File: src/common/uart_cfg_pkg.sv
`default_nettype none

package uart_cfg_pkg;

    // ------------------------------------------------------------------------
    // Line rate and clock
    // ------------------------------------------------------------------------
    localparam int BAUD        = 115200;    // Bits per second, about 8.68 us per bit
    localparam int SOURCE_FREQ = 25000000;  // 25 MHz system clock, 40 ns period

    // ------------------------------------------------------------------------
    // Phase accumulator
    // ------------------------------------------------------------------------
    // The accumulator is ACC_WIDTH bits plus one carry bit. The carry bit is
    // the bit tick, the two bits below it give half and quarter ticks.
    localparam int ACC_WIDTH = 16;

    // Increment per clock, rounded to nearest instead of truncated
    // (plain truncation would give 301 here, rounding gives 302)
    localparam logic [ACC_WIDTH:0] COUNT_INC = (ACC_WIDTH + 1)'(
        ((BAUD << (ACC_WIDTH - 4)) + (SOURCE_FREQ >> 5)) / (SOURCE_FREQ >> 4)
    );

    // Approximate clock cycles in one bit period, 217 for the defaults
    localparam int BIT_CYCLES = (1 << ACC_WIDTH) / int'(COUNT_INC);

    // Ratio check for the defaults:
    //   25e6 / 115200          = 217.01 cycles per bit
    //   65536 / 302            = 217.0
    // so the accumulator error stays well under one percent

endpackage : uart_cfg_pkg

`default_nettype wire

File: src/common/uart_types_pkg.sv
`default_nettype none

package uart_types_pkg;

    // ------------------------------------------------------------------------
    // Engine states
    // ------------------------------------------------------------------------
    typedef enum logic [2:0] {
        RX_IDLE,    // Line idle, waiting for a start edge
        RX_START,   // Half bit wait into the start bit
        RX_HALF,    // One period more to reach the first data bit middle
        RX_DATA,    // Sampling the remaining data bits
        RX_STOP     // Waiting for a high stop level
    } rx_state_t;

    typedef enum logic [1:0] {
        TX_IDLE,    // Line high, ready for a request
        TX_START,   // Driving the low start bit
        TX_DATA,    // Shifting data out, LSB first
        TX_STOP     // Driving the high stop bit
    } tx_state_t;

    // ------------------------------------------------------------------------
    // Parallel side payloads
    // ------------------------------------------------------------------------
    // Transmit request, start is a one cycle strobe
    typedef struct packed {
        logic       start;  // Accepted only while the transmitter is idle
        logic [7:0] data;   // Byte to send
    } tx_req_t;

    // Receive result, valid pulses once per completed frame
    typedef struct packed {
        logic       valid;  // One cycle strobe
        logic [7:0] data;   // Held until the next frame completes
    } rx_result_t;

    // Both structs are 9 bits wide

endpackage : uart_types_pkg

`default_nettype wire

File: src/cdc_sync.sv
`default_nettype none

module cdc_sync (
    input  logic sourceClk,     // System clock
    input  logic arst_n,        // Async reset, active low
    input  logic async_in,      // Raw serial line
    output logic sync_out,      // Line in the clock domain, two cycles late
    output logic rise,          // One cycle pulse on a low to high change
    output logic fall           // One cycle pulse on a high to low change
);

    // ------------------------------------------------------------------------
    // Synchronizer chain
    // ------------------------------------------------------------------------
    logic meta_q;       // First stage, may go metastable
    logic sync_q;       // Second stage, safe to use
    logic hist_q;       // Previous synchronized level

    // All stages idle high like the line itself
    // so no start edge is seen when reset is released
    always_ff @(posedge sourceClk or negedge arst_n) begin
        if (!arst_n) begin
            meta_q <= 1'b1;
            sync_q <= 1'b1;
            hist_q <= 1'b1;
        end else begin
            meta_q <= async_in;
            sync_q <= meta_q;
            hist_q <= sync_q;
        end
    end

    assign sync_out = sync_q;

    // Edge pulses, high in the first cycle of the new level
    assign rise = sync_q & ~hist_q;
    assign fall = ~sync_q & hist_q;   // Start bit detect

endmodule : cdc_sync

`default_nettype wire

File: src/baud_accum.sv
`default_nettype none

module baud_accum (
    input  logic sourceClk,     // System clock
    input  logic arst_n,        // Async reset, active low
    input  logic clear,         // Return the count to zero on the next edge
    output logic tick_full,     // One bit period has elapsed
    output logic tick_half,     // Half a bit period has elapsed
    output logic tick_quarter   // Quarter bit period bit
);

    import uart_cfg_pkg::*;

    // ------------------------------------------------------------------------
    // Phase accumulator
    // ------------------------------------------------------------------------
    // One extra bit on top catches the rollover
    logic [ACC_WIDTH:0] count;

    always_ff @(posedge sourceClk or negedge arst_n) begin
        if (!arst_n) begin
            count <= '0;
        end else if (clear) begin
            count <= '0;                    // Owner restarts the period
        end else begin
            count <= count + COUNT_INC;     // Free running add
        end
    end

    // Ticks come straight off the top three bits
    // and are valid in the same cycle as the count
    assign tick_full    = count[ACC_WIDTH];
    assign tick_half    = count[ACC_WIDTH-1];
    assign tick_quarter = count[ACC_WIDTH-2];

    // The owner clears on every tick it acts on, so the carry bit
    // is normally seen high for a single cycle only

endmodule : baud_accum

`default_nettype wire

File: src/rx/uart_rx.sv
`default_nettype none

module uart_rx (
    input  logic                       sourceClk,   // System clock
    input  logic                       arst_n,      // Async reset, active low
    input  logic                       rx_sync,     // Synchronized serial line
    input  logic                       rx_fall,     // Falling edge of rx_sync
    output uart_types_pkg::rx_result_t result       // Byte and completion strobe
);

    import uart_types_pkg::*;

    // ------------------------------------------------------------------------
    // Declarations
    // ------------------------------------------------------------------------
    rx_state_t  state;
    rx_state_t  state_nxt;

    logic       acc_clear;      // Restart the baud period
    logic       tick_full;
    logic       tick_half;
    logic       tick_quarter;

    logic       shift_en;       // Take one data sample
    logic       cnt_load;       // First sample taken, seven to go
    logic       cnt_dec;        // Count down one data bit
    logic       done;           // Stop level seen, frame complete

    logic [2:0] bit_cnt;        // Data bits still to come
    logic [7:0] shift_q;        // Assembles the byte, LSB arrives first
    logic [7:0] data_q;         // Last completed byte
    logic       valid_q;

    // Baud timing for this engine only
    baud_accum u_baud_accum (
        .sourceClk    (sourceClk),
        .arst_n       (arst_n),
        .clear        (acc_clear),
        .tick_full    (tick_full),
        .tick_half    (tick_half),
        .tick_quarter (tick_quarter)
    );

    // ------------------------------------------------------------------------
    // Next state and datapath controls
    // ------------------------------------------------------------------------
    always_comb begin
        state_nxt = state;
        acc_clear = 1'b0;
        shift_en  = 1'b0;
        cnt_load  = 1'b0;
        cnt_dec   = 1'b0;
        done      = 1'b0;

        case (state)
            RX_IDLE: begin
                acc_clear = 1'b1;               // Hold the count at zero
                if (rx_fall) begin
                    state_nxt = RX_START;       // Start bit edge
                end
            end

            RX_START: begin
                if (tick_half) begin            // Now near the start bit middle
                    state_nxt = RX_HALF;
                    acc_clear = 1'b1;
                end
            end

            RX_HALF: begin
                if (tick_full) begin            // Middle of data bit 0
                    state_nxt = RX_DATA;
                    acc_clear = 1'b1;
                    shift_en  = 1'b1;
                    cnt_load  = 1'b1;
                end
            end

            RX_DATA: begin
                if (tick_full) begin
                    acc_clear = 1'b1;
                    cnt_dec   = 1'b1;
                    if (bit_cnt == 3'd0) begin
                        state_nxt = RX_STOP;    // Now in the stop bit
                    end else begin
                        shift_en = 1'b1;        // Bits 1 to 7
                    end
                end
            end

            RX_STOP: begin
                // Wait until the line is high at a quarter tick
                if (tick_quarter && rx_sync) begin
                    state_nxt = RX_IDLE;
                    acc_clear = 1'b1;
                    done      = 1'b1;
                end
            end

            default: begin
                state_nxt = RX_IDLE;
                acc_clear = 1'b1;
            end
        endcase
    end

    // ------------------------------------------------------------------------
    // Registers
    // ------------------------------------------------------------------------
    always_ff @(posedge sourceClk or negedge arst_n) begin
        if (!arst_n) begin
            state   <= RX_IDLE;
            bit_cnt <= '0;
            valid_q <= 1'b0;
        end else begin
            state   <= state_nxt;
            valid_q <= done;                    // Single cycle strobe
            if (cnt_load) begin
                bit_cnt <= 3'd7;
            end else if (cnt_dec) begin
                bit_cnt <= bit_cnt - 3'd1;
            end
        end
    end

    // Payload path
    always_ff @(posedge sourceClk) begin
        if (shift_en) begin
            shift_q <= {rx_sync, shift_q[7:1]};  // New bit enters at the top
        end
        if (done) begin
            data_q <= shift_q;                   // Stable until next frame
        end
    end

    assign result.valid = valid_q;
    assign result.data  = data_q;

endmodule : uart_rx

`default_nettype wire

File: src/tx/uart_tx.sv
`default_nettype none

module uart_tx (
    input  logic                    sourceClk,  // System clock
    input  logic                    arst_n,     // Async reset, active low
    input  uart_types_pkg::tx_req_t req,        // Start strobe and byte
    output logic                    tx_out,     // Serial line, idles high
    output logic                    busy        // Frame in progress
);

    import uart_types_pkg::*;

    // ------------------------------------------------------------------------
    // Declarations
    // ------------------------------------------------------------------------
    tx_state_t  state;

    logic       accept;         // Start strobe taken this cycle
    logic       acc_clear;
    logic       tick_full;      // End of the current bit
    logic       shift_en;       // Put the next data bit on the line
    logic       last_bit;       // Bit 7 is on the line

    logic [2:0] bit_cnt;        // Index of the data bit on the line
    logic [7:0] shift_q;        // Bits not yet sent, next one at bit 0

    // Only the full tick matters here
    baud_accum u_baud_accum (
        .sourceClk    (sourceClk),
        .arst_n       (arst_n),
        .clear        (acc_clear),
        .tick_full    (tick_full),
        .tick_half    (),
        .tick_quarter ()
    );

    // ------------------------------------------------------------------------
    // Controls
    // ------------------------------------------------------------------------
    assign busy      = (state != TX_IDLE);
    assign accept    = req.start && !busy;          // Ignored while busy
    assign acc_clear = !busy || tick_full;          // Fresh period per bit
    assign last_bit  = (bit_cnt == 3'd7);

    // Shift after the start bit and after bits 0 to 6
    assign shift_en  = tick_full &&
                       ((state == TX_START) || ((state == TX_DATA) && !last_bit));

    // ------------------------------------------------------------------------
    // Frame sequencer
    // ------------------------------------------------------------------------
    always_ff @(posedge sourceClk or negedge arst_n) begin
        if (!arst_n) begin
            state   <= TX_IDLE;
            tx_out  <= 1'b1;                        // Idle line level
            bit_cnt <= '0;
        end else begin
            case (state)
                TX_IDLE: begin
                    if (accept) begin
                        state  <= TX_START;
                        tx_out <= 1'b0;             // Start bit
                    end
                end

                TX_START: begin
                    if (tick_full) begin
                        state   <= TX_DATA;
                        bit_cnt <= '0;
                    end
                end

                TX_DATA: begin
                    if (tick_full) begin
                        if (last_bit) begin
                            state  <= TX_STOP;
                            tx_out <= 1'b1;         // Stop bit
                        end else begin
                            bit_cnt <= bit_cnt + 3'd1;
                        end
                    end
                end

                TX_STOP: begin
                    if (tick_full) begin
                        state <= TX_IDLE;           // Busy drops next cycle
                    end
                end

                default: begin
                    state  <= TX_IDLE;
                    tx_out <= 1'b1;
                end
            endcase

            if (shift_en) begin
                tx_out <= shift_q[0];               // LSB first
            end
        end
    end

    // Byte store
    always_ff @(posedge sourceClk) begin
        if (accept) begin
            shift_q <= req.data;
        end else if (shift_en) begin
            shift_q <= {1'b0, shift_q[7:1]};
        end
    end

endmodule : uart_tx

`default_nettype wire

File: src/uart_top.sv
`default_nettype none

module uart_top (
    input  logic                       sourceClk,   // System clock
    input  logic                       arst_n,      // Async reset, active low
    input  logic                       rx_in,       // Serial input, asynchronous
    input  uart_types_pkg::tx_req_t    tx_req,      // Transmit strobe and byte
    output logic                       tx_out,      // Serial output
    output logic                       tx_busy,     // Transmit in progress
    output uart_types_pkg::rx_result_t rx_result    // Received byte and strobe
);

    // ------------------------------------------------------------------------
    // Receive path
    // ------------------------------------------------------------------------
    logic rx_sync;      // Line after the synchronizer
    logic rx_fall;      // Start edge candidate

    cdc_sync u_cdc_sync (
        .sourceClk (sourceClk),
        .arst_n    (arst_n),
        .async_in  (rx_in),
        .sync_out  (rx_sync),
        .rise      (),              // Receiver only needs the falling edge
        .fall      (rx_fall)
    );

    // Owns its own baud accumulator
    uart_rx u_uart_rx (
        .sourceClk (sourceClk),
        .arst_n    (arst_n),
        .rx_sync   (rx_sync),
        .rx_fall   (rx_fall),
        .result    (rx_result)
    );

    // ------------------------------------------------------------------------
    // Transmit path
    // ------------------------------------------------------------------------
    // Line goes low one cycle after an accepted start strobe
    uart_tx u_uart_tx (
        .sourceClk (sourceClk),
        .arst_n    (arst_n),
        .req       (tx_req),
        .tx_out    (tx_out),
        .busy      (tx_busy)
    );

endmodule : uart_top

`default_nettype wire

File: config.mk
export PLATFORM = sky130hd
export DESIGN_NAME = uart_top
export DESIGN_NICKNAME = d
export VERILOG_FILES = /design/src/common/uart_cfg_pkg.sv /design/src/common/uart_types_pkg.sv /design/src/cdc_sync.sv /design/src/baud_accum.sv /design/src/rx/uart_rx.sv /design/src/tx/uart_tx.sv /design/src/uart_top.sv
export SDC_FILE = /design/constraint.sdc
export NUM_CORES = 1
export LEC_CHECK = 0
export ABC_AREA = 0
export BUFFER_PORTS_ARGS = -buffer_cell sky130_fd_sc_hd__buf_2
export CORE_UTILIZATION = 30
export CTS_CLUSTER_SIZE = 10
export DETAILED_ROUTE_END_ITERATION = 8
export PLACE_DENSITY_LB_ADDON = 0.2
export SLEW_MARGIN = 10
export SYNTH_ARGS = -nofsm -noshare
export SYNTH_HDL_FRONTEND = slang
export SYNTH_SLANG_ARGS = --single-unit
File: constraint.sdc
create_clock -name sourceClk -period 2.88 [get_ports sourceClk]
set_clock_uncertainty 0.15 [all_clocks]
set_input_delay 0.144 -clock sourceClk [delete_from_list [all_inputs] [get_ports sourceClk]]
set_output_delay 0.144 -clock sourceClk [all_outputs]
set_load 0.02 [all_outputs]
== After elaboration in Yosys (flattened, before gate mapping) ==
Cells that the tools add are included.

* Word-level logic and storage cells: 102
* Memories kept: 0
* ROM bits: 0
* Register bits after elaboration: 74
* RAM bits: 0
* Output and inout port bits: 11
* Bits in latches: 0

* Multipliers: 0
* Reduce and logical (&&, ||, !) cells: 21
* Equal/unequal tests: 23
* Bitwise operators: 2
* $lt $le $gt $ge: 0
* Div/mod/pow operators: 0
* Mux-type cells: 38
* Shifts and indexed selects: 0
* $add $sub $neg: 4

{| class="wikitable"
|+ Operators by type and width
! operator !! number
|-
| $add 17x9->17 const B || 2
|-
| $mux 17 || 2
|-
| $mux 3 || 11
|-
| $mux 8 || 2
|-
| $ne 2x2->1 const B || 8
|-
| $pmux 3 s5 || 1
|-
| $mux 1 || 12
|-
| $mux 2 || 5
|-
| $ne 2x1->1 const B || 4
|-
| $pmux 2 s4 || 1
|-
| $reduce_and 4->1 || 2
|-
| $reduce_bool 2->1 || 4
|-
| $eq 3x2->1 const B || 2
|-
| $eq 3x3->1 const B || 2
|-
| $logic_not 3->1 || 2
|-
| $ne 3x1->1 const B || 2
|-
| $pmux 3 s2 || 1
|-
| $reduce_and 6->1 || 1
|-
| $reduce_and 5->1 || 1
|-
| $eq 2x2->1 const B || 2
|-
| $logic_and 1x1->1 || 4
|-
| $pmux 1 s2 || 2
|-
| $add 3x1->3 const B || 1
|-
| $eq 3x1->1 const B || 1
|-
| other kinds (11) || 13
|}

== Depth between registers and ports, before layout ==
Gate-level depths: netlist of run 1.

* Depth after elaboration: 7
* Gate-level depth with buffers: 6
* Gate-level depth less buffers: 6

== Hierarchy ==
Synthesis of run 1 repeated with hierarchy kept, for this count alone.

* Cell total of the unflattened synthesis: 279
* Area total of the unflattened synthesis: 3354.5 µm²

{| class="wikitable"
|+ Modules (own cells, without submodules)
! module !! cells each !! area each (µm²) !! instances
|-
| baud_accum || 80 || 787.0 || 2
|-
| uart_rx || 55 || 909.6 || 1
|-
| uart_tx || 59 || 777.0 || 1
|-
| cdc_sync || 5 || 93.8 || 1
|}

== Least setup slack after synthesis of run 1 ==
No wires, ideal clock.

* Path kind: register to register
* Start point: register u_uart_tx.bit_cnt[0]
* End point: register u_uart_tx.shift_q[0], enable pin
* Required time: 2.346 ns
* Library setup time: 0.384 ns
* Period minus slack after synthesis: 2.090 ns
* Data arrival time: 1.556 ns
* Path buffers: 0
* Setup slack: 0.790 ns
* Cell stages (with the launch flop): 6
* Path through: dfrtp_1 ha_1 ha_1 inv_1 a21oi_1 o21ai_0

* Longest elaborated chain between the ends: 6

{| class="wikitable"
|+ Ends and longest elaborated chain
! item !! RTL line !! source
|-
| start: declaration || uart_tx.sv:24 || <nowiki>logic [2:0] bit_cnt;</nowiki>
|-
| start signal: assignment || uart_tx.sv:79 || <nowiki>bit_cnt <= bit_cnt + 3'd1;</nowiki>
|-
| $eq 3x3->1 || uart_tx.sv:43 || <nowiki>assign last_bit = (bit_cnt == 3'd7);</nowiki>
|-
| $logic_not 1->1 || uart_tx.sv:47 || <nowiki>((state == TX_START) || ((state == TX_DATA) && !last_bit));</nowiki>
|-
| $logic_and 1x1->1 || uart_tx.sv:47 ||
|-
| $logic_or 1x1->1 || uart_tx.sv:47 ||
|-
| $logic_and 1x1->1 || uart_tx.sv:46 || <nowiki>assign shift_en = tick_full &&</nowiki>
|-
| $reduce_bool 2->1 (no source line) || - ||
|-
| end signal: assignment || uart_tx.sv:105 || <nowiki>shift_q <= req.data;</nowiki>
|-
| end signal: assignment || uart_tx.sv:107 || <nowiki>shift_q <= {1'b0, shift_q[7:1]};</nowiki>
|-
| end: declaration || uart_tx.sv:25 || <nowiki>logic [7:0] shift_q;</nowiki>
|}

Every way passes these cells.
A chain may end at the register's enable or synchronous reset.

== Worst setup path after layout of run 1 ==
* Start point: register u_uart_rx.state[0]
* End point: register u_uart_rx.data_q[5], enable pin

* Longest elaborated chain between the ends: 2

{| class="wikitable"
|+ Ends and longest elaborated chain
! item !! RTL line !! source
|-
| start: declaration || uart_rx.sv:16 || <nowiki>rx_state_t state;</nowiki>
|-
| start signal: assignment || uart_rx.sv:116 || <nowiki>state <= state_nxt;</nowiki>
|-
| $eq 3x3->1 || uart_rx.sv:55 || <nowiki>case (state)</nowiki>
|-
| $mux 1 || uart_rx.sv:55 ||
|-
| net u_uart_rx.done || uart_rx.sv:27 || <nowiki>logic done;</nowiki>
|-
| end signal: assignment || uart_rx.sv:132 || <nowiki>data_q <= shift_q;</nowiki>
|-
| end: declaration || uart_rx.sv:31 || <nowiki>logic [7:0] data_q;</nowiki>
|}

The timed path passes the listed nets, and every way through them passes these cells.

==> results of run 1 <==
==> cells by family after synthesis <==
logic type | after synthesis
AO/OA/AOI/OAI | 75
XOR/XNOR | 3
adder cells (fa/ha/maj) | 11
buffers and inverters | 24
flip-flops | 72
multiplexers | 11
AND/OR/NAND/NOR | 82
==> worst max-delay path, cell delays in order, from the launching register on <==
cell                      delay (ns)
sky130_fd_sc_hd__dfrtp_1        0.49
sky130_fd_sc_hd__nor3b_1        0.46
sky130_fd_sc_hd__nor2b_1        0.63
==> Yosys cell counts (4+ instances only) <==
cell	n	area [sq um]
sky130_fd_sc_hd__a21oi_1	25	125
sky130_fd_sc_hd__a22o_1	5	43.8
sky130_fd_sc_hd__a31oi_1	4	25.0
sky130_fd_sc_hd__dfrtp_1	44	1100
sky130_fd_sc_hd__dfstp_2	4	105
sky130_fd_sc_hd__edfxtp_1	24	721
sky130_fd_sc_hd__ha_1	11	138
sky130_fd_sc_hd__inv_1	18	67.6
sky130_fd_sc_hd__mux2_2	10	113
sky130_fd_sc_hd__nand2_1	13	48.8
sky130_fd_sc_hd__nand2b_1	5	31.3
sky130_fd_sc_hd__nand3_1	8	40.0
sky130_fd_sc_hd__nand4_1	4	25.0
sky130_fd_sc_hd__nor2_1	16	60.1
sky130_fd_sc_hd__nor3_1	5	25.0
sky130_fd_sc_hd__o21ai_0	10	50.1
sky130_fd_sc_hd__o31ai_1	6	45.0
sky130_fd_sc_hd__or3_1	11	68.8
sky130_fd_sc_hd__or4_1	6	45.0
==> metrics by stage <==
step	hold slack (ns)	instance area, sq um	power (mW)	worst slack, ns
after global routing	0.121	3880	3.62	0.566
final	0.131	3880	3.36	0.784
after CTS	0.109	3880	3.42	0.751
after detailed placement	0.103	3560	2.52	0.757
after floorplan	-0.302	3280	2.28	0.790
after global placement	0.100	3560	2.50	0.793
==> report_power, final <==
group / leakage, nW / total, mW / internal [mW] / switching (mW)
registers: 0.825 / 1.54 / 1.30 / 0.240
clock network: 0.106 / 0.855 / 0.507 / 0.348
logic: 0.638 / 0.974 / 0.443 / 0.531
==> routing by layer <==
layer	vias up	GRT usage	routed length (um)
li1	1123	-	-
met1	1049	0.145	2880
met2	32	0.172	2550
met3	5	0.0300	190
met4	0	0.0587	85
met5	-	0	0
==> area by class of cell <==
type                    instances  area, sq um
repair buffers                 38          258
clock inverters                 4         67.6
fillers                      1041         6580
clock buffers                  12          145
multi-input cells             182         1250
well taps                     136          170
flip-flops and latches         72         1930
inverters                      18         67.6
==> state kept, by name, summed over array words and instances (netlist names) <==
name and cells:
u_uart_rx.u_baud_accum.count 16, u_uart_tx.u_baud_accum.count 16, u_uart_rx.data_q 8, u_uart_rx.shift_q 8, u_uart_tx.shift_q 8, u_uart_rx.bit_cnt 3, u_uart_rx.state 3, u_uart_tx.bit_cnt 3
u_uart_tx.state 2, u_cdc_sync.hist_q 1, u_cdc_sync.meta_q 1, u_cdc_sync.sync_out 1, u_uart_rx.valid_q 1, u_uart_tx.tx_out 1
==> worst max path at each step <==
stage / start / endpoint
after global placement: u_uart_rx.state[0] / u_uart_rx.data_q[7]
after detailed placement: u_uart_rx.state[0] / u_uart_rx.data_q[6]
after floorplan: u_uart_tx.bit_cnt[0] / u_uart_tx.shift_q[0]
final: u_uart_rx.state[0] / u_uart_rx.data_q[5]
after global routing: u_uart_rx.state[0] / u_uart_rx.data_q[4]
after CTS: u_uart_rx.state[0] / u_uart_rx.data_q[6]
==> timing repair <==
action / in CTS / in global routing
gates resized for setup: 0 / 0
hold endpoints to repair: 39 / 0
setup buffers: 0 / 0
hold buffers: 11 / 0
==> flow_summary.rst, run 1 <==
.. list-table::
   :header-rows: 1

   * - Metric
     - Value
   * - Critical register-to-register path startpoint
     - u_uart_rx.state[0]
   * - Post-DR vias/cell
     - 4.78
   * - Crit end category
     - register
   * - Non-filler cells, final
     - approximately 460
   * - Final-layout setup total negative slack
     - 0 ns
   * - Post-layout net count
     - ~340
   * - TritonCTS clock tree
     - yes
   * - Final number of setup-violating endpoints
     - 0
   * - Rows
     - 37
   * - Synthesized flop and latch total
     - 72
   * - Number of buffers on the longest clock path
     - 2
   * - Adder-cell area share of the yosys netlist
     - 0.0420
   * - Layout cells sized above 1
     - 0.190
   * - Biggest fanout along the worst timing path
     - 11
   * - Post-synthesis share of cell area spent on and, or, nand and nor gates
     - 0.138
   * - Most common cell after layout, fill and taps aside
     - sky130_fd_sc_hd__dfrtp_1
   * - Fraction of the mapped netlist area in compound gates
     - 0.155
   * - Capturing point of the worst reg2reg path
     - u_uart_rx.data_q[5]
   * - Achievable Freq
     - 477 MHz
   * - Number of distinct library cells after synthesis
     - 52
   * - Post-synth design cell area
     - 3280 sq um
   * - Endpoint required time on the critical path
     - 2.70 ns
   * - Top-level I/O count
     - 23
   * - Number of antenna cells inserted
     - 0
   * - Area growth from synthesis to layout
     - 18.4%
   * - Remaining global-route overflow
     - 0
   * - Fin crit share
     - 0.728
   * - Flip-flop cell with the highest count after synthesis
     - sky130_fd_sc_hd__dfrtp_1
   * - First-pass GRT wire length
     - roughly 10000 um
   * - Worst min-delay path class
     - input port to register
   * - Average wire per standard cell
     - between 10 and 15 um
   * - Largest net degree at the start of global routing
     - 36
   * - Detailed Routing Iterations Pass 1
     - 4
   * - Core region area
     - 10500 sq um
   * - Initial standard-cell utilization of the core
     - 0.313
   * - Startpoint of the lowest-slack hold path
     - tx_req[8]
   * - Number of flops mapped to enable cells by yosys
     - 24
   * - Clock slew at the register clock pins of the worst setup and hold paths
     - 0.07 ns
   * - Unrepaired setup endpoints after global routing
     - no
   * - Combined global-route utilization of all metal layers
     - 0.112
   * - Mean area per synthesized cell
     - 11.8 sq um
   * - Total wirelength of the detailed-routed design
     - 5700 um
   * - Portion of the post-synthesis area used by sequential elements
     - 0.588
   * - Antenna violations before repair
     - 0
   * - Type of origin of the critical path
     - register
   * - Worst Hold End
     - u_uart_tx.state[0]
   * - Final hold violation count
     - 0
   * - Max transition margin
     - 0.468
   * - HPWL Detailed
     - 3900 um
   * - Worst skew pair latency
     - 0.34 ns
   * - Clk root buf
     - sky130_fd_sc_hd__clkbuf_8
   * - DIE AREA
     - 11300 sq um
   * - Register-to-register path setup slack
     - roughly 0.78 ns
   * - Die span in y
     - 107 um
   * - Multiplexer area fraction after synthesis
     - 0.0374
   * - Transition time at the pin with the least slew margin
     - 0.797 ns
   * - CP arrival
     - about 1.9 ns
   * - Run status
     - completed
   * - Total nets after synthesis
     - 301
   * - Standby leakage power
     - 1.57 nW
   * - Post-Synthesis Cells
     - 278
   * - Number of buffers added on ports
     - 22
   * - Cell total after placement
     - 435
   * - Time the final worst path needs with I/O delays and setup
     - around 2.1 ns
   * - 1st-iter DRT viols
     - 74
   * - MaxCap Viol Count
     - 0
   * - Remaining design rule violation count
     - 0
   * - Post-Route Utilization
     - 0.371
   * - Number of global-route vias before repair
     - roughly 2100
   * - Width of the die
     - 107 um
   * - Async SR Flop Fraction
     - 0.667
   * - Peak supply drop
     - 0.328 mV
   * - Total number of vias
     - roughly 2200
   * - Main combinational cell family by area after synthesis
     - compound AO/OA/AOI/OAI gates
   * - Highest-count cells in the layout ignoring fill and taps
     - sky130_fd_sc_hd__dfrtp_1 (44), sky130_fd_sc_hd__a21oi_1 (25), sky130_fd_sc_hd__edfxtp_1 (24), sky130_fd_sc_hd__buf_2 (22), sky130_fd_sc_hd__inv_1 (18)
   * - Instance count along the most critical hold path
     - 3
   * - Number of H-tree levels
     - 3
   * - Sink Count
     - 72
   * - Count of nets left with antenna violations after detail routing
     - 0
   * - Parity-gate share of the synthesized area counting xor and xnor cells
     - 0.00802
   * - Number of warning messages in the yosys log
     - 0
   * - GP Congestion
     - 0.768
   * - Number of buffers created by CTS
     - 9
   * - Number of cells on the worst reg-to-reg path
     - 2
   * - Critical Setup Path Class
     - register to register
   * - PwrDens
     - about 870 nW/um^2
   * - Final Max Slew Viols
     - 0
Power figures use the tool's default switching activity.
==> inputs of run 2 (changes only) <==
--- a/config.mk
+++ b/config.mk
@@ -5,7 +5,7 @@
 export SDC_FILE = /design/constraint.sdc
 export NUM_CORES = 1
 export LEC_CHECK = 0
-export ABC_AREA = 0
+export ABC_AREA = 1
 export BUFFER_PORTS_ARGS = -buffer_cell sky130_fd_sc_hd__buf_2
 export CORE_UTILIZATION = 30
 export CTS_CLUSTER_SIZE = 10
==> constraint.sdc (replaced) <==
create_clock -name sourceClk -period 2 [get_ports sourceClk]
set_clock_uncertainty 0.15 [all_clocks]
set_input_delay 0.1 -clock sourceClk [delete_from_list [all_inputs] [get_ports sourceClk]]
set_output_delay 0.1 -clock sourceClk [all_outputs]
set_load 0.02 [all_outputs]
==> flow_summary.rst, run 2 <==
.. list-table::
   :header-rows: 1

   * - Metric
     - Value
   * - Crit path max-delay family
     - simple AND/OR/NAND/NOR gates
   * - Biggest fanout along the worst timing path
     - 5
   * - Clk root buf
     - sky130_fd_sc_hd__clkbuf_16
   * - Reg power frac
     - 0.384
   * - Area growth from synthesis to layout
     - 19.7%
   * - Async SR Flop Fraction
     - 0.667
   * - Max transition margin
     - 0.576
   * - Critical path startpoint
     - u_uart_tx.bit_cnt[0]
   * - Final hold violation count
     - 0
   * - Total nets after synthesis
     - 438
   * - Fraction of met2 tracks used by global routing
     - 0.185
   * - Peak-usage layer in the global routing report
     - met2
   * - Biggest area contributors in the synthesized netlist
     - sky130_fd_sc_hd__dfrtp_1 (31%), sky130_fd_sc_hd__edfxtp_1 (20%), sky130_fd_sc_hd__nand2_1 (12%)
   * - Number of antenna cells inserted
     - 0
   * - PwrDens
     - 1300 nW/um^2
   * - Crit end category
     - register
   * - Critical Setup Path Class
     - register to register
   * - MaxCap Viol Count
     - 0
   * - Mean area per synthesized cell
     - 8.49 sq um
   * - Initial standard-cell utilization of the core
     - 0.309
   * - Net Switching
     - 2.15 mW
   * - Top cell by count, worst path
     - sky130_fd_sc_hd__nand2_1
   * - Internal power summed over all cells
     - 3.34 mW
   * - Unrepaired setup endpoints after global routing
     - no
   * - HPWL Detailed
     - 4690 um
   * - Combined global-route utilization of all metal layers
     - 0.119
   * - Post-synth design cell area
     - 3520 sq um
   * - Count of nets left with antenna violations after detail routing
     - 0
   * - Die span in y
     - ~110 um
   * - Clock slew at the register clock pins of the worst setup and hold paths
     - 0.06 ns
   * - Portion of the post-synthesis area used by sequential elements
     - 0.547
   * - Synthesized flop and latch total
     - between 70 and 80
   * - Number of flops mapped to enable cells by yosys
     - 24
   * - Most common cell in the netlist
     - sky130_fd_sc_hd__nand2_1
   * - Number of buffers created by CTS
     - 9
   * - Share of total power in the clock network
     - 0.276
   * - Endpoint required time on the critical path
     - 2.06 ns
   * - Critical register-to-register path startpoint
     - u_uart_tx.bit_cnt[0]
   * - Post-Synthesis Cells
     - 415
   * - Layout cells sized above 1
     - 0.138
   * - Standby leakage power
     - 2.02 nW
   * - Net Sw Frac
     - 0.391
   * - GR met3 Demand/Resource
     - 0.0276
   * - Number of distinct library cells after synthesis
     - 31
   * - Post-DR vias/cell
     - ~4.5
   * - Remaining global-route overflow
     - 0
   * - Worst skew pair latency
     - between 0.3 and 0.4 ns
   * - Post-layout net count
     - 481
   * - Number of global-route vias before repair
     - 2507
   * - Number of buffers added on ports
     - 22
   * - Setup slack at placement
     - 0.0899 ns
   * - Final number of setup-violating endpoints
     - 0
   * - Worst path setup slack after routing
     - about 0.22 ns
   * - Post-Route Utilization
     - 0.369
   * - Buffering stage count on the worst path with inverters included
     - 0
   * - Highest-count cells in the layout ignoring fill and taps
     - sky130_fd_sc_hd__nand2_1 (116), sky130_fd_sc_hd__inv_1 (53), sky130_fd_sc_hd__nor2_1 (53), sky130_fd_sc_hd__dfrtp_1 (44), sky130_fd_sc_hd__nand3_1 (34)
   * - Rows
     - 39
   * - Top Registers
     - u_uart_rx.u_baud_accum.count: 16 flops, u_uart_tx.u_baud_accum.count: 16 flops
   * - Share of the synthesized area in the top cell type
     - 0.313
   * - Fin crit share
     - 0.891
   * - Type of origin of the critical path
     - register
   * - Met1 layer usage reported by global route
     - 0.156
   * - Transition time at the pin with the least slew margin
     - between 0.6 and 0.7 ns
   * - GP Congestion
     - 0.810
   * - Remaining design rule violation count
     - 0
   * - Width of the die
     - 110 um
   * - Top-level I/O count
     - 23
   * - Largest net degree at the start of global routing
     - 49
   * - Number of H-tree levels
     - 3
   * - Total wirelength of the detailed-routed design
     - 6580 um
   * - Critical-path cell list
     - ha_1 -> ha_1 -> nor2_4 -> nand2_1 -> nand2_1 -> o21ai_0 -> nand2_1 -> o21ai_0
   * - First-pass GRT wire length
     - 11100 um
   * - Cell type with the largest total area after synthesis
     - sky130_fd_sc_hd__dfrtp_1
   * - DIE AREA
     - 12200 sq um
   * - Time the final worst path needs with I/O delays and setup
     - roughly 1.8 ns
   * - Final Max Slew Viols
     - 0
   * - Detailed Routing Iterations Pass 1
     - 4
   * - Startpoint of the lowest-slack hold path
     - tx_req[8]
   * - Sink Count
     - 72
   * - Antenna violations before repair
     - 0
   * - Comb pwr share
     - 0.339
   * - Worst min-delay path class
     - input port to register
   * - Number of buffers on the longest clock path
     - 2
   * - 1st-iter DRT viols
     - 127
   * - Number of warning messages in the yosys log
     - 0
   * - Peak supply drop
     - roughly 0.56 mV
   * - Slowest library cell on the worst path
     - sky130_fd_sc_hd__dfrtp_1
   * - Average wire per standard cell
     - around 11 um
   * - Most frequent cells after synthesis
     - sky130_fd_sc_hd__nand2_1 (116), sky130_fd_sc_hd__inv_1 (53), sky130_fd_sc_hd__nor2_1 (53)
   * - TritonCTS clock tree
     - yes
   * - Most common cell after layout, fill and taps aside
     - sky130_fd_sc_hd__nand2_1
   * - Run status
     - completed
   * - Achievable Freq
     - 561 MHz
   * - Maximum cell stage delay along the critical path
     - 0.39 ns
   * - Core region area
     - roughly 11000 sq um
   * - CP arrival
     - ~1.8 ns
   * - Flip-flop cell with the highest count after synthesis
     - sky130_fd_sc_hd__dfrtp_1
   * - Final-layout setup total negative slack
     - 0 ns
   * - Total number of vias
     - 2703
## run 2: changes by cell type in the layout (fill, tap and decap cells not counted), moves of 11 or more
| cell | previous run | this run |
|---|---|---|
| sky130_fd_sc_hd__nor2_1 | 16 | 53 |
| sky130_fd_sc_hd__nand3_1 | 8 | 34 |
| sky130_fd_sc_hd__inv_1 | 18 | 53 |
| sky130_fd_sc_hd__or3_1 | 11 | 0 |
| sky130_fd_sc_hd__nand2_1 | 13 | 116 |
## run 2: routing by layer
| metal | routed length (um) | up-vias |
|---|---|---|
| li1 | - | 1427 |
| met1 | 3320 | 1226 |
| met2 | 2970 | 39 |
| met3 | 176 | 11 |
| met4 | 106 | 0 |
| met5 | 0 | - |
## run 2: cells by family (layout without fill, tap and decap cells)
group           Yosys count  count (layout)  synth area share
flops                    72              72             0.547
simple gates            226             226             0.276
fa+ha+maj                11              11            0.0391
buf+inv                  62             110            0.0703
xor+xnor                  2               2           0.00497
compound gates           42              42            0.0629
## run 2: final timing paths
path	cells past startpoint	slack, ns	to
setup / recovery	8	0.22	u_uart_tx.bit_cnt[0]
hold / removal	5	0.12	u_uart_tx.state[1]
setup reg to reg	8	0.22	u_uart_tx.bit_cnt[0]
hold reg to reg	0	0.21	u_cdc_sync.sync_out
max in group asynchronous	3	1.00	u_uart_rx.u_baud_accum.count[13]
min in group asynchronous	3	0.25	u_uart_rx.bit_cnt[1]
## run 2: worst reg2reg max path, stage by stage, from the launching register on
cell and delay [ns]:
sky130_fd_sc_hd__dfrtp_1 0.39, sky130_fd_sc_hd__ha_1 0.21, sky130_fd_sc_hd__ha_1 0.21, sky130_fd_sc_hd__nor2_4 0.16
sky130_fd_sc_hd__nand2_1 0.11, sky130_fd_sc_hd__nand2_1 0.13, sky130_fd_sc_hd__o21ai_0 0.16, sky130_fd_sc_hd__nand2_1 0.08
sky130_fd_sc_hd__o21ai_0 0.08
## run 2: power by group through the flow
stage	Sequential [mW]	Combinational [mW]	Clock [mW]
3_3_place_gp	2.14	1.83	0
4_1_cts	2.11	1.88	1.58
6_report	2.11	1.86	1.52
3_5_place_dp	2.14	1.86	0
2_1_floorplan	2.07	1.46	0
5_1_grt	2.16	2.17	1.64
## run 2: layout make-up
class | count | area (sq um)
Multi-Input combinational cell | 281 | 1360
Sequential cell | 72 | 1930
Timing Repair Buffer | 38 | 255
Fill cell | 1183 | 7200
Inverter | 56 | 210
Clock inverter | 7 | 61.3
Tap cell | 143 | 179
Clock buffer | 9 | 225
## run 2: timing repair
action,4_1_cts,5_1_grt
hold buffers,10,0
setup endpoints to repair,0,9
resized for setup,0,2
hold endpoints to repair,53,0
buffers inserted,0,0
## run 2: through the flow
step / instances / cell area (sq um) / hold slack, ns / power (mW)
after global placement: 580 / 3820 / 0.0647 / 3.96
final: 606 / 4220 / 0.124 / 5.49
after floorplan: 415 / 3520 / -0.346 / 3.53
after global routing: 606 / 4220 / 0.161 / 5.96
after CTS: 606 / 4210 / 0.104 / 5.57
after detailed placement: 580 / 3820 / 0.0659 / 4.00
==> inputs of run 3 (changes only) <==
--- a/config.mk
+++ b/config.mk
@@ -10,7 +10,7 @@
 export CORE_UTILIZATION = 30
 export CTS_CLUSTER_SIZE = 10
 export DETAILED_ROUTE_END_ITERATION = 8
-export PLACE_DENSITY_LB_ADDON = 0.2
+export PLACE_DENSITY = 0.44
 export SLEW_MARGIN = 10
 export SYNTH_ARGS = -nofsm -noshare
 export SYNTH_HDL_FRONTEND = slang
==> flow_summary.rst, run 3 (synthesized netlist as in run 2, its figures left out) <==
.. list-table::
   :header-rows: 1

   * - Metric
     - Value
   * - PwrDens
     - 1350 nW/um^2
   * - Number of H-tree levels
     - 3
   * - Number of global-route vias before repair
     - 2621
   * - Worst skew pair latency
     - 0.34 ns
   * - Final number of setup-violating endpoints
     - 0
   * - Run status
     - completed
   * - Remaining global-route overflow
     - 0
   * - Post-Route Utilization
     - 0.373
   * - Count of nets left with antenna violations after detail routing
     - 0
   * - Total number of vias
     - 2682
   * - Number of buffers on the longest clock path
     - 2
   * - Antenna violations before repair
     - 0
   * - Worst min-delay path class
     - input port to register
   * - Rows
     - 39
   * - Area growth from synthesis to layout
     - 20.9%
   * - Initial standard-cell utilization of the core
     - 0.309
   * - Crit end category
     - register
   * - Fin crit share
     - 0.895
   * - Non-filler cells, final
     - slightly above 600
   * - Total wirelength of the detailed-routed design
     - between 6000 and 7000 um
   * - Top Registers
     - u_uart_rx.u_baud_accum.count: 16 flops, u_uart_tx.u_baud_accum.count: 16 flops
   * - Max transition margin
     - 0.572
   * - Transition time at the pin with the least slew margin
     - ~0.64 ns
   * - Detail Route met2 WL
     - 2940 um
   * - 1st-iter DRT viols
     - 133
   * - Number of buffers added on ports
     - 22
   * - Biggest fanout along the worst timing path
     - 5
   * - Remaining design rule violation count
     - 0
   * - Clk root buf
     - sky130_fd_sc_hd__clkbuf_16
   * - Filler cells
     - 1188
   * - First-pass GRT wire length
     - 11800 um
   * - Critical Setup Path Class
     - register to register
   * - Met3 routed WL
     - 197 um
   * - Endpoint required time on the critical path
     - between 2 and 2.5 ns
   * - Setup slack at placement
     - 0.0794 ns
   * - HPWL Detailed
     - ~4800 um
   * - Final Max Slew Viols
     - 0
   * - GP Congestion
     - slightly below 0.8
   * - Highest-count cells in the layout ignoring fill and taps
     - sky130_fd_sc_hd__nand2_1 (116), sky130_fd_sc_hd__inv_1 (53), sky130_fd_sc_hd__nor2_1 (53), sky130_fd_sc_hd__dfrtp_1 (44), sky130_fd_sc_hd__nand3_1 (34)
   * - Unrepaired setup endpoints after global routing
     - no
   * - Worst path setup slack after routing
     - 0.211 ns
   * - Final hold violation count
     - 0
   * - Die span in y
     - 110 um
   * - Width of the die
     - 110 um
   * - Time the final worst path needs with I/O delays and setup
     - 1.79 ns
   * - Clock slew at the register clock pins of the worst setup and hold paths
     - 0.06 ns
   * - Post-CTS setup-driven buffer insertion count
     - 0
   * - MaxCap Viol Count
     - 0
   * - Combined global-route utilization of all metal layers
     - 0.128
   * - Number of buffers created by CTS
     - 9
   * - DIE AREA
     - 12200 sq um
   * - Number of antenna cells inserted
     - 0
   * - Core region area
     - roughly 11000 sq um
   * - Post-DR vias/cell
     - ~4.4
   * - Cell total after placement
     - 580
   * - Layout cells sized above 1
     - 0.138
   * - Standby leakage power
     - 2.05 nW
   * - Top-level I/O count
     - 23
   * - Met1 layer wirelength in the final routing
     - approximately 3600 um
   * - CP arrival
     - 1.85 ns
   * - Sink Count
     - around 70
   * - Achievable Freq
     - 559 MHz
   * - Final-layout worst hold slack
     - 0.0960 ns
   * - Average wire per standard cell
     - 11.3 um
   * - Area used by sequential logic in the layout
     - 1930 sq um
   * - Uppermost routed layer
     - met4
   * - TritonCTS clock tree
     - yes
   * - Area of the multi-input gates
     - 1360 sq um
   * - Detailed Routing Iterations Pass 1
     - 4
   * - Final-layout setup total negative slack
     - 0 ns
   * - Largest net degree at the start of global routing
     - 49
   * - Most common cell after layout, fill and taps aside
     - sky130_fd_sc_hd__nand2_1
   * - Type of origin of the critical path
     - register
   * - Post-layout net count
     - 481
   * - Peak supply drop
     - approximately 0.50 mV
-- run 3: cell types whose count changed in the layout (fill, tap and decap cells not counted) --
cell,before,now
sky130_fd_sc_hd__bufinv_16,0,2
sky130_fd_sc_hd__inv_6,3,1
sky130_fd_sc_hd__clkbuf_8,0,1
sky130_fd_sc_hd__clkinv_2,0,1
sky130_fd_sc_hd__clkinvlp_4,2,0
sky130_fd_sc_hd__clkinv_4,1,2
sky130_fd_sc_hd__inv_8,1,0
-- run 3: cell type report --
| type | instances | area share |
|---|---|---|
| Clock buffer | 10 | 0.0561 |
| Clock inverter | 6 | 0.0214 |
| Inverter | 56 | 0.0493 |
| Multi-Input combinational cell | 281 | 0.319 |
| Sequential cell | 72 | 0.452 |
| Tap cell | 143 | 0.0420 |
| Timing Repair Buffer | 38 | 0.0599 |
-- run 3: timing repair --
action | CTS | global route
hold buffers | 10 | 0
endpoints found under the setup margin | 0 | 9
resized for setup | 0 | 2
hold endpoints to repair | 53 | 0
-- run 3: metal layers --
layer / track usage / up-vias
met1: 0.175 / 1216
met2: 0.191 / 31
met3: 0.0247 / 13
met5: 0 / -
li1: - / 1422
met4: 0.0677 / 0
-- run 3: final timing paths --
| kind | startpoint | to | slack, ns | cells after the start |
|---|---|---|---|---|
| worst max-delay path | u_uart_tx.bit_cnt[0] | u_uart_tx.bit_cnt[0] | 0.21 | 8 |
| worst min-delay path | tx_req[8] | u_uart_tx.state[0] | 0.1 | 5 |
| worst max register to register | u_uart_tx.bit_cnt[0] | u_uart_tx.bit_cnt[0] | 0.21 | 8 |
| worst min register to register | u_cdc_sync.meta_q | u_cdc_sync.sync_out | 0.21 | 0 |
| max in group asynchronous | arst_n | u_uart_rx.u_baud_accum.count[15] | 1.00 | 3 |
| min in group asynchronous | arst_n | u_uart_rx.state[0] | 0.25 | 3 |
-- run 3: power by group --
part	switching, mW	total (mW)	internal [mW]
clock	0.637	1.77	1.13
sequential	0.273	2.12	1.85
combinational	1.21	1.85	0.633
total	2.12	5.74	3.61
-- run 3: per-stage QoR --
stage,power [mW],area (sq um)
2_1_floorplan,3.53,3520
3_3_place_gp,3.99,3820
3_5_place_dp,3.99,3820
4_1_cts,5.81,4250
5_1_grt,6.24,4260
6_report,5.74,4260
-- run 3: critical path, stage by stage (launching register included) --
cell and delay (ns):
sky130_fd_sc_hd__dfrtp_1 0.39, sky130_fd_sc_hd__ha_1 0.20, sky130_fd_sc_hd__ha_1 0.20, sky130_fd_sc_hd__nor2_4 0.15, sky130_fd_sc_hd__nand2_1 0.12, sky130_fd_sc_hd__nand2_1 0.13
sky130_fd_sc_hd__o21ai_0 0.15, sky130_fd_sc_hd__nand2_1 0.09, sky130_fd_sc_hd__o21ai_0 0.08
